[src/design/fpu_config.svh]
`ifndef FPU_CONFIG_SVH
`define FPU_CONFIG_SVH

// single-precision field layout
`define FPU_EXP_WIDTH   8
`define FPU_FRAC_WIDTH  23

// exponent offset of a normal number
`define FPU_EXP_BIAS    127

// architectural register count
`define FPU_REG_COUNT   32

// special results
// returned by every invalid case, positive, fraction 1
`define FPU_NAN_WORD    32'h7f80_0001
// sign bit patched in by the units
`define FPU_INF_WORD    32'h7f80_0000

`endif

[src/design/fpu_pkg.sv]
`include "fpu_config.svh"

package fpu_pkg;

    // reference numbering kept, 7 to 12 have no unit and run as idle
    typedef enum logic [3:0]
    {
        op_idle   = 4'd0,
        op_adds   = 4'd1,
        op_addps  = 4'd2,
        op_subs   = 4'd3,
        op_subps  = 4'd4,
        op_muls   = 4'd5,
        op_mulps  = 4'd6,
        op_divs   = 4'd7,
        op_cvtpss = 4'd8,
        op_cvtsw  = 4'd9,
        op_cvtws  = 4'd10,
        op_cvtspl = 4'd11,
        op_cvtspu = 4'd12,
        op_mfc1   = 4'd13,
        op_mtc1   = 4'd14
    } fpu_op_t;

    typedef logic [`FPU_EXP_WIDTH+`FPU_FRAC_WIDTH:0] fp_word_t;

    // upper word is the even register
    typedef logic [2*(`FPU_EXP_WIDTH+`FPU_FRAC_WIDTH+1)-1:0] fp_pair_t;

    typedef logic [$clog2(`FPU_REG_COUNT)-1:0] reg_index_t;

endpackage

[src/design/fp_adder.sv]
`include "fpu_config.svh"

module fp_adder
(
    input  fpu_pkg::fp_word_t a,
    input  fpu_pkg::fp_word_t b,
    output fpu_pkg::fp_word_t sum,
    output logic              exception
);
    import fpu_pkg::*;

    localparam fp_word_t inf_word = `FPU_INF_WORD;

    fp_word_t          big, lesser;
    logic [30:0]       a_mag, b_mag;       // subnormals count as zero
    logic [23:0]       big_sig, small_sig;
    logic [7:0]        exp_diff;
    logic              eff_sub;
    logic [49:0]       shifted;
    logic [26:0]       aligned;            // significand, guard, round, sticky
    logic [27:0]       raw_sum;
    logic [4:0]        lead;
    logic [26:0]       norm;
    logic signed [9:0] norm_exp;
    logic              round_up;
    logic [24:0]       rounded;
    logic signed [9:0] final_exp;

    function automatic logic [4:0] lead_one(input logic [27:0] v);
        logic [4:0] pos;
        pos = '0;
        for (int i = 0; i < 28; i++)
        begin
            if (v[i])
            begin
                pos = i[4:0];
            end
        end
        return pos;
    endfunction

    assign a_mag  = (a[30:23] == 8'd0) ? 31'd0 : a[30:0];
    assign b_mag  = (b[30:23] == 8'd0) ? 31'd0 : b[30:0];
    assign big    = (a_mag >= b_mag) ? a : b;
    assign lesser = (a_mag >= b_mag) ? b : a;

    assign big_sig   = (big[30:23] == 8'd0) ? 24'd0 : {1'b1, big[22:0]};
    assign small_sig = (lesser[30:23] == 8'd0) ? 24'd0 : {1'b1, lesser[22:0]};
    assign exp_diff  = big[30:23] - lesser[30:23];
    assign eff_sub   = big[31] ^ lesser[31];

    always_comb
    begin
        shifted = {small_sig, 26'd0} >> exp_diff;
        if (exp_diff > 8'd26)
            aligned = {26'd0, |small_sig};     // only sticky survives
        else
            aligned = {shifted[49:24], |shifted[23:0]};
        raw_sum = eff_sub ? {1'b0, big_sig, 3'b000} - {1'b0, aligned}
                          : {1'b0, big_sig, 3'b000} + {1'b0, aligned};
        lead = lead_one(raw_sum);
        if (lead == 5'd27)
        begin
            norm     = {raw_sum[27:2], raw_sum[1] | raw_sum[0]};  // carry out
            norm_exp = $signed({2'b00, big[30:23]}) + 10'sd1;
        end
        else
        begin
            norm     = raw_sum[26:0] << (5'd26 - lead);
            norm_exp = $signed({2'b00, big[30:23]}) - $signed({5'd0, 5'd26 - lead});
        end
        round_up  = norm[2] & (norm[1] | norm[0] | norm[3]);    // ties to even
        rounded   = {1'b0, norm[26:3]} + {24'd0, round_up};
        final_exp = norm_exp + $signed({9'd0, rounded[24]});
    end

    always_comb
    begin
        exception = 1'b0;
        if ((&a[30:23]) | (&b[30:23]))
        begin
            sum       = `FPU_NAN_WORD;              // nan or infinity in
            exception = 1'b1;
        end
        else if (raw_sum == 28'd0)
            sum = '0;
        else if (final_exp >= 10'sd255)
        begin
            sum       = {big[31], inf_word[30:0]};
            exception = 1'b1;
        end
        else if (final_exp < 10'sd1)
        begin
            sum       = '0;                         // flushed
            exception = 1'b1;
        end
        else
            sum = {big[31], final_exp[7:0], rounded[22:0]};
    end

    always_comb
    begin
        assert (exception || !(&sum[30:23]))
            else $error("adder produced an all-ones exponent without exception");
    end

endmodule

[src/design/fp_multiplier.sv]
`include "fpu_config.svh"

module fp_multiplier
(
    input  fpu_pkg::fp_word_t a,
    input  fpu_pkg::fp_word_t b,
    output fpu_pkg::fp_word_t product,
    output logic              exception
);
    import fpu_pkg::*;

    localparam logic signed [9:0] exp_bias = `FPU_EXP_BIAS;
    localparam fp_word_t          inf_word = `FPU_INF_WORD;

    logic              a_nan, b_nan, a_inf, b_inf, a_zero, b_zero;
    logic              sign;
    logic [47:0]       prod;
    logic [47:0]       shifted;
    logic              round_up;
    logic [24:0]       rounded;
    logic signed [9:0] prod_exp;

    assign a_nan  = (&a[30:23]) & (|a[22:0]);
    assign b_nan  = (&b[30:23]) & (|b[22:0]);
    assign a_inf  = (&a[30:23]) & ~(|a[22:0]);
    assign b_inf  = (&b[30:23]) & ~(|b[22:0]);
    assign a_zero = (a[30:23] == 8'd0);         // subnormal in, zero
    assign b_zero = (b[30:23] == 8'd0);
    assign sign   = a[31] ^ b[31];

    always_comb
    begin
        prod     = {1'b1, a[22:0]} * {1'b1, b[22:0]};
        shifted  = prod[47] ? prod : prod << 1;  // at most one place
        round_up = shifted[23] & ((|shifted[22:0]) | shifted[24]);
        rounded  = {1'b0, shifted[47:24]} + {24'd0, round_up};
        // rounding carry bumps the exponent before range checks
        prod_exp = $signed({2'b00, a[30:23]}) + $signed({2'b00, b[30:23]}) - exp_bias
                   + $signed({9'd0, prod[47]}) + $signed({9'd0, rounded[24]});
    end

    always_comb
    begin
        exception = 1'b0;
        if (a_nan | b_nan)
        begin
            product   = `FPU_NAN_WORD;
            exception = 1'b1;
        end
        else if ((a_inf & b_zero) | (a_zero & b_inf))
        begin
            product   = `FPU_NAN_WORD;              // inf times zero
            exception = 1'b1;
        end
        else if (a_inf | b_inf)
        begin
            product   = {sign, inf_word[30:0]};
            exception = 1'b1;
        end
        else if (a_zero | b_zero)
            product = {sign, 31'd0};                // signed zero, no exception
        else if (prod_exp >= 10'sd255)
        begin
            product   = {sign, inf_word[30:0]};     // overflow
            exception = 1'b1;
        end
        else if (prod_exp < 10'sd1)
        begin
            product   = '0;
            exception = 1'b1;
        end
        else
            product = {sign, prod_exp[7:0], rounded[22:0]};
    end

    always_comb
    begin
        assert (exception || !(&product[30:23]))
            else $error("multiplier produced an all-ones exponent without exception");
    end

endmodule

[src/design/fp_execute.sv]
module fp_execute
(
    input  logic                fpu_clock,
    input  logic                fpu_reset_b,
    input  fpu_pkg::fpu_op_t    fpu_instr,
    input  fpu_pkg::reg_index_t fd,
    input  fpu_pkg::fp_word_t   rs_data,
    input  fpu_pkg::fp_word_t   rs_pair_data,
    input  fpu_pkg::fp_word_t   rt_data,
    input  fpu_pkg::fp_word_t   rt_pair_data,
    output fpu_pkg::reg_index_t wb_index,
    output fpu_pkg::fp_pair_t   wb_data,
    output logic                wb_single,
    output logic                wb_pair,
    output fpu_pkg::fp_word_t   result,
    output logic                exception
);
    import fpu_pkg::*;

    // decode stage
    fpu_op_t    op_q;
    reg_index_t fd_q;
    fp_word_t   rs_q, rs_pair_q, rt_q, rt_pair_q;

    fp_word_t   rt_even, rt_odd;        // second operands after sign flip
    logic       is_sub;
    fp_word_t   add_even, add_odd, mul_even, mul_odd;
    logic       add_even_exc, add_odd_exc, mul_even_exc, mul_odd_exc;

    fp_pair_t   ex_data_d;
    logic       ex_exc_d, ex_single_d, ex_pair_d;
    logic       ex_exc;

    always_ff @(posedge fpu_clock)
    begin
        if (fpu_reset_b)
            op_q <= op_idle;
        else
            op_q <= fpu_instr;
    end

    always_ff @(posedge fpu_clock)
    begin
        fd_q      <= fd;
        rs_q      <= rs_data;
        rs_pair_q <= rs_pair_data;
        rt_q      <= rt_data;
        rt_pair_q <= rt_pair_data;
    end

    assign is_sub  = (op_q == op_subs) || (op_q == op_subps);
    assign rt_even = is_sub ? {~rt_q[31], rt_q[30:0]} : rt_q;
    assign rt_odd  = is_sub ? {~rt_pair_q[31], rt_pair_q[30:0]} : rt_pair_q;

    fp_adder      i_add_even (.a(rs_q),      .b(rt_even), .sum(add_even),     .exception(add_even_exc));
    fp_adder      i_add_odd  (.a(rs_pair_q), .b(rt_odd),  .sum(add_odd),      .exception(add_odd_exc));
    fp_multiplier i_mul_even (.a(rs_q),      .b(rt_q),    .product(mul_even), .exception(mul_even_exc));
    fp_multiplier i_mul_odd  (.a(rs_pair_q), .b(rt_pair_q), .product(mul_odd), .exception(mul_odd_exc));

    always_comb
    begin
        ex_data_d   = '0;
        ex_exc_d    = 1'b0;
        ex_single_d = 1'b0;
        ex_pair_d   = 1'b0;
        case (op_q)
            op_adds, op_subs:
            begin
                ex_data_d   = {32'd0, add_even};   // single result rides the low word
                ex_exc_d    = add_even_exc;
                ex_single_d = 1'b1;
            end
            op_addps, op_subps:
            begin
                ex_data_d = {add_even, add_odd};
                ex_exc_d  = add_even_exc | add_odd_exc;
                ex_pair_d = 1'b1;
            end
            op_muls:
            begin
                ex_data_d   = {32'd0, mul_even};
                ex_exc_d    = mul_even_exc;
                ex_single_d = 1'b1;
            end
            op_mulps:
            begin
                ex_data_d = {mul_even, mul_odd};
                ex_exc_d  = mul_even_exc | mul_odd_exc;
                ex_pair_d = 1'b1;
            end
            default:                               // idle, moves, dropped ops
            begin
                ex_data_d = '0;
            end
        endcase
    end

    always_ff @(posedge fpu_clock)
    begin
        wb_data  <= ex_data_d;
        wb_index <= fd_q;
        ex_exc   <= ex_exc_d;
    end

    always_ff @(posedge fpu_clock)
    begin
        if (fpu_reset_b)
        begin
            wb_single <= 1'b0;
            wb_pair   <= 1'b0;
            result    <= '0;
            exception <= 1'b0;
        end
        else
        begin
            wb_single <= ex_single_d;
            wb_pair   <= ex_pair_d;
            result    <= wb_data[31:0];            // lower lane at writeback
            exception <= ex_exc;
        end
    end

    assert property (@(posedge fpu_clock) disable iff (fpu_reset_b) !(wb_single && wb_pair))
        else $error("single and pair writeback at the same time");

endmodule

[config.mk]
export PLATFORM = sky130hd
export DESIGN_NAME = fp_execute
export DESIGN_NICKNAME = d
export VERILOG_FILES = /design/src/design/fpu_pkg.sv /design/src/design/fp_adder.sv /design/src/design/fp_multiplier.sv /design/src/design/fp_execute.sv
export VERILOG_INCLUDE_DIRS = /design/src /design/src/design
export SDC_FILE = /design/constraint.sdc
export NUM_CORES = 2
export LEC_CHECK = 0
export BUFFER_PORTS_ARGS = -buffer_cell sky130_fd_sc_hd__buf_2
export CORE_ASPECT_RATIO = 0.9
export CORE_MARGIN = 2
export CORE_UTILIZATION = 55
export CTS_BUF_LIST = sky130_fd_sc_hd__clkbuf_2 sky130_fd_sc_hd__clkbuf_4 sky130_fd_sc_hd__clkbuf_8
export DETAILED_ROUTE_END_ITERATION = 12
export HOLD_SLACK_MARGIN = 0.03
export MAX_ROUTING_LAYER = met4
export PLACE_DENSITY = 0.72
export SETUP_SLACK_MARGIN = 0.4
export SLEW_MARGIN = 20
export SYNTH_ARGS = -nofsm -noshare
export SYNTH_HDL_FRONTEND = slang
export SYNTH_HIERARCHICAL = 1
export SYNTH_SLANG_ARGS = --single-unit
[constraint.sdc]
create_clock -name fpu_clock -period 18.9 [get_ports fpu_clock]
set_input_delay 5.67 -clock fpu_clock [delete_from_list [all_inputs] [get_ports fpu_clock]]
set_output_delay 5.67 -clock fpu_clock [all_outputs]
set_load 0.01 [all_outputs]
* Yosys cells after proc, flatten, opt, wreduce, memory -nomap -nowiden
Index checks and enable logic that the tools add are counted.
** Operators by class
- Add/subtract/negate cells :: 26
- Multiply operators :: 2
- Div/mod/pow operators :: 0
- Order comparisons :: 12
- Eq/ne operators :: 8
- Shifts and indexed selects :: 4
- Multiplexer cells :: 122
- Bitwise gates (word level) :: 46
- Reduce and logical (&&, ||, !) cells :: 33
** Operators with widths (count)
- 32-bit 2-to-1 mux :: 26
- 64-bit one-hot mux with 4 select lines :: 1
- 23-bit OR reduction :: 6
- 31-bit 2-to-1 mux :: 4
- 5-bit 2-to-1 mux :: 24
- 27-bit 2-to-1 mux :: 4
- 24-bit by 1-bit adder with 25-bit output :: 4
- 50-bit by 8-bit >> shifter with 50-bit output :: 2
- 24-bit by 24-bit multiplier with 48-bit output :: 2
- 24-bit 2-to-1 mux :: 4
- 48-bit 2-to-1 mux :: 2
- 24-bit OR reduction :: 4
- 8-bit zero test :: 10
- 4-bit 2-to-1 mux :: 16
- 31-bit greater-or-equal comparator :: 2
- 10-bit by 2-bit adder with 10-bit output :: 6
- 27-bit by 27-bit adder with 28-bit output :: 2
- 28-bit zero test :: 2
- 28-bit 2-to-1 mux :: 2
- 27-bit by 27-bit subtractor with 28-bit output :: 2
- 27-bit by 5-bit left shift with 27-bit output :: 2
- 8-bit AND reduction :: 6
- 10-bit by 9-bit greater-or-equal comparator with 1-bit output (second input constant) :: 4
- 10-bit by 2-bit less-than comparator with 1-bit output (second input constant) :: 4
- other kinds (23) :: 112
** Word-level totals
- Flip-flop bits (word level) :: 242
- Bits in latches :: 0
- Memory bits (writable) :: 0
- ROM bits :: 0
- Output and inout bits :: 104
- Logic and storage cells :: 266
- Memories kept :: 0

* Depth between registers and ports, before layout
- Depth in word-level cells :: 56
- Mapped depth :: 78

* Cells and area by module
The synthesis kept the hierarchy.
** Modules (own cells, without submodules)
- fp_adder :: instances 2, cells each 1989, area an instance 12793.5 µm²
- fp_multiplier (i_mul_even) :: instances 1, cells each 2559, area an instance 21448.1 µm²
- fp_multiplier (i_mul_odd) :: instances 1, cells each 2536, area an instance 21226.6 µm²
- fp_execute :: instances 1, cells each 501, area an instance 6771.5 µm²

* Worst setup path after synthesis
OpenSTA, ideal clock, no wires.
- Path kind :: reg2reg
- From :: reg rt_q[23]
- To :: reg wb_data[19]
- Arrival :: 14795 ps
- Required time :: 18778 ps
- Setup slack :: 3983 ps
- Cell stages (with the launch flop) :: 71
- Buffers on the path :: 12
- Clock period less this slack :: 14917 ps
- Cells stage by stage :: dfxtp_1 -> buf_2 -> nor4_1 -> nand3_1 -> clkbuf_1 -> nand2_1 -> ha_1 -> a21oi_1 -> o21ai_1 -> a221o_1 -> o21a_1 -> nor2_2 -> buf_2 -> clkbuf_1 -> buf_1 -> clkbuf_1 -> nor2_1 -> a21oi_1 -> [... 35 more ...] -> or4_1 -> clkbuf_1 -> nor4_1 -> and3_1 -> ha_1 -> nor2b_1 -> a211oi_1 -> nor3_1 -> and4_1 -> a32oi_1 -> o221ai_1 -> or3_1 -> clkbuf_1 -> nor2_1 -> mux2_1 -> nand3b_1 -> a21oi_1 -> a221o_1
** Between the ends
- Word-level cells in the longest chain between the ends :: 53
- Elaborated cells between the ends (all ways) :: 92
** Ends and longest elaborated chain
- start: declaration :: line fp_execute.sv:23 : fp_word_t rs_q, rs_pair_q, rt_q, rt_pair_q;
- start signal: assignment :: line fp_execute.sv:47 : rt_q <= rt_data;
- 32-bit 2-to-1 mux (*) :: line fp_execute.sv:52 : assign rt_even = is_sub ? {~rt_q[31], rt_q[30:0]} : rt_q;
- branches (longest 50 deep; another with 31-bit greater-or-equal comparator)
- 32-bit 2-to-1 mux (*) :: line fp_adder.sv:80 : if ((&a[30:23]) | (&b[30:23]))
- net add_even[19] :: line fp_execute.sv:27 : fp_word_t add_even, add_odd, mul_even, mul_odd;
- 64-bit one-hot mux with 4 select lines (*) :: line fp_execute.sv:66 : case (op_q)
- net ex_data_d[19] :: line fp_execute.sv:30 : fp_pair_t ex_data_d;
- end signal: assignment :: line fp_execute.sv:100 : wb_data <= ex_data_d;
- end: declaration :: line fp_execute.sv:12 : output fpu_pkg::fp_pair_t wb_data,
Mark *: on every way through the listed nets, which the timed path passes.
A chain may end at the register's enable or synchronous reset.

* Worst setup path in the final report
- From :: reg rt_q[23]
- To :: reg wb_data[15]
The elaborated chain is that of the path after synthesis.

==> metrics <==
run status complete, no violations; largest delay contributor family on the critical path compound AO/OA/AOI/OAI gates; routed length per instance 26.43 um; Syn Std Cell Area 75,030 um^2; Die ar. 139,400 um^2; Setup crit end kind register; HP Start fd_q[2]$_DFF_P_; CTS tree done; clock skew 49.79 ps; GRT Resource Usage Total 0.4368; grt total ovfl 0; Root Buffer clkbuf_8; Post-Synthesis Cells 9,574; first-pass GRT wire length 457,000 um; Initial DRC Count 8,418; Setup crit start kind register; sequential share of the synthesized area 0.06457; # rows 128; Fin Setup TNS 0 ps; clk sinks 242; reg2reg setup slack 1210 ps; post-synth cell types 149; worst hold path type register to register; clk slew on worst S/H paths 70 ps; cell area after layout 78,660 um^2; CP Max Fanout 29; CP required 19,530 ps; nets@finish 11,180; CP max stage delay 770 ps; crit share post-route 0.9358; largest net degree at the start of global routing 73; Main synth FF type dfxtp_1; hpwl dp 229,200 um; Max-Cap Viols 0; Critical Path AT 18,310 ps; Top Metal Used met4; I/O pin cnt 243; Routed Antenna Nets 0; Worst Setup Path Type register to register; number of flops mapped to enable cells by yosys 0; crit path max-delay cell type or3_2; Syn Area/Cell 7.837 um^2; Pins Over Slew Limit 0; antenna violations before repair 20; net count after synthesis 11,250; Routed met2 length 129,900 um; die height 354.4 um; placed cell areas 77,700 um^2; vias in the first global route 74,290; Critical R2R Capture wb_data[15]$_DFF_P_; layout filler cell count 12,440; met3 WL post-DR 35,270 um; Worst Max-Slew Pin Slew 1299 ps; vias per cell 6.527; asr flop ratio synth 0; Detailed Route WL 300,600 um; vias 74,230; f_max 0.05654 GHz; post-layout min period 17,690 ps; Final Hold Fails 0; count of final setup violators 0; unrepaired setup endpoints after global routing false; total CTS buffers 40; PortBufs 242; FF-to-FF path depth 65; worst hold path cell count 0; Worst Path Buf+Inv 6; synth warn 6; Hold EP wb_index[2]$_DFF_P_; First-pass DRT Iterations 7; R2R Path Start rt_q[23]$_DFF_P_; Placer Congestion 1.060; #FFs+latches synth 242; Slew HR 0.1245; DIE WIDTH 393.3 um; CP dominant cell by count a21oi_1; initial cell density of the core 0.5544; Placeable Area 135,300 um^2; Area growth syn-to-layout 4.837%; maximum clock path buffer count 3; layout cells sized above 1 0.08719; DRC errors left 0; Worst-Skew Late Latency 680 ps; metal1 wirelength 116,900 um; H-tree depth 2
-- layout by cell type (no fill, tap or decap), drive strengths merged, types with 47 or more instances in the layout --
cell type  count
nand3b        54
nor3         221
nor2         557
o211ai        89
ha           560
o22ai         47
fa           972
or3           74
o21a          52
a21o         112
o21ai        331
and2         583
mux2i        188
inv         1359
dfxtp        242
xor2          88
a31oi         93
xnor2        158
nand2b        54
nand3        181
nor4         107
a221o         47
nand2       1183
mux2          53
a21oi        513
nand4        135
buf          432
nor2b         80
clkbuf        49
a211oi       102
-- kinds of logic after synthesis --
kind of cell / count (synthesis) / share of synthesized area
AO/OA/AOI/OAI: 1936 / 0.1810
multiplexers: 249 / 0.03620
adder cells (fa/ha/maj): 1544 / 0.3544
buffers and inverters: 1898 / 0.1001
AND/OR/NAND/NOR: 3459 / 0.2345
XOR/XNOR: 246 / 0.02911
flip-flops: 242 / 0.06457
-- per-layer routing --
metal,track usage,up-vias
li1,-,32240
met1,0.5497,36240
met2,0.6525,4673
met3,0.1117,1078
met4,0.2157,0
met5,-,-
-- how the worst max path moves through the flow --
stage	startpoint	endpoint	slack [ps]	cells past startpoint
floorplan	rt_q[23]$_DFF_P_	wb_data[19]$_DFF_P_	3980	70
global route	rt_q[23]$_DFF_P_	wb_data[19]$_DFF_P_	550	60
CTS	rt_q[23]$_DFF_P_	wb_data[19]$_DFF_P_	1310	66
detailed placement	rt_q[23]$_DFF_P_	wb_data[19]$_DFF_P_	1390	66
global placement	rt_pair_q[23]$_DFF_P_	wb_data[8]$_DFF_P_	1470	55
finish	rt_q[23]$_DFF_P_	wb_data[15]$_DFF_P_	1210	65
-- final cells by class --
cell class / count / area [um^2] / share of cell area
clock inverters: 24 / 250.2 / 0.003181
clock buffers: 49 / 649.4 / 0.008255
inverters: 1361 / 5121 / 0.06510
repair buffers: 432 / 2638 / 0.03353
flip-flops and latches: 242 / 4873 / 0.06195
well taps: 1820 / 2277 / 0.02895
multi-input cells: 7434 / 62830 / 0.7987
diodes: 11 / 27.53 / 0.0003499
-- sequential cells by signal, summed over array words and instances (netlist names) --
signal,flops
wb_index,5
wb_pair,1
rt_q,32
wb_single,1
result,32
rt_pair_q,32
ex_exc,1
op_q,4
rs_pair_q,32
rs_q,32
wb_data,64
exception,1
fd_q,5
-- repair_timing --
item | CTS | global route
gates resized for setup | 0 | 5
setup buffers | 0 | 0
hold buffers | 0 | 0
endpoints found under the setup margin | 0 | 53
-- Yosys cell counts, types with 80 or more instances --
cell type	instances	area, um^2
nor4_1	97	606.8
buf_2	94	470.5
and2_1	579	3622
fa_1	972	19460
mux2i_1	183	1832
a21oi_1	497	2487
inv_1	1347	5056
dfxtp_1	242	4845
ha_1	560	7007
a21o_1	110	825.8
nor2b_1	80	500.5
o211ai_1	85	638.1
clkbuf_1	358	1344
a211oi_1	97	728.2
nor2_1	548	2057
nand3_1	175	875.8
nor3_1	215	1076
nand2_1	1175	4410
a31oi_1	89	556.8
xnor2_1	154	1349
nand4_1	128	800.8
o21ai_0	286	1431
xor2_1	88	770.7
-- worst reg2reg max path, delay by kind of cell, from the launching register on --
family / cells / cell delay, ps
AOI/OAI and AO/OA: 30 / 7480
and+or+nand+nor: 20 / 5530
adders and majority gates: 6 / 1690
buffers and inverters: 6 / 1410
muxes: 2 / 820
DFF: 1 / 480
xor gates and xnor gates: 1 / 240
-- per-stage QoR --
step / std cells / setup WS (ps) / util / hold WS (ps)
floorplan: 9574 / 3983 / - / 309.6
detailed placement: 11290 / 1393 / 0.5742 / 314.3
CTS: 11360 / 1311 / 0.5808 / 330.9
finish: 11370 / 1214 / 0.5813 / 329.5
global placement: 11290 / 1474 / 0.5742 / 310.6
global route: 11370 / 545.2 / 0.5813 / 339.3
Power is left out: the tool's default activity adds up to more than one toggle a clock period on the data nets, which glitch-free logic cannot reach.
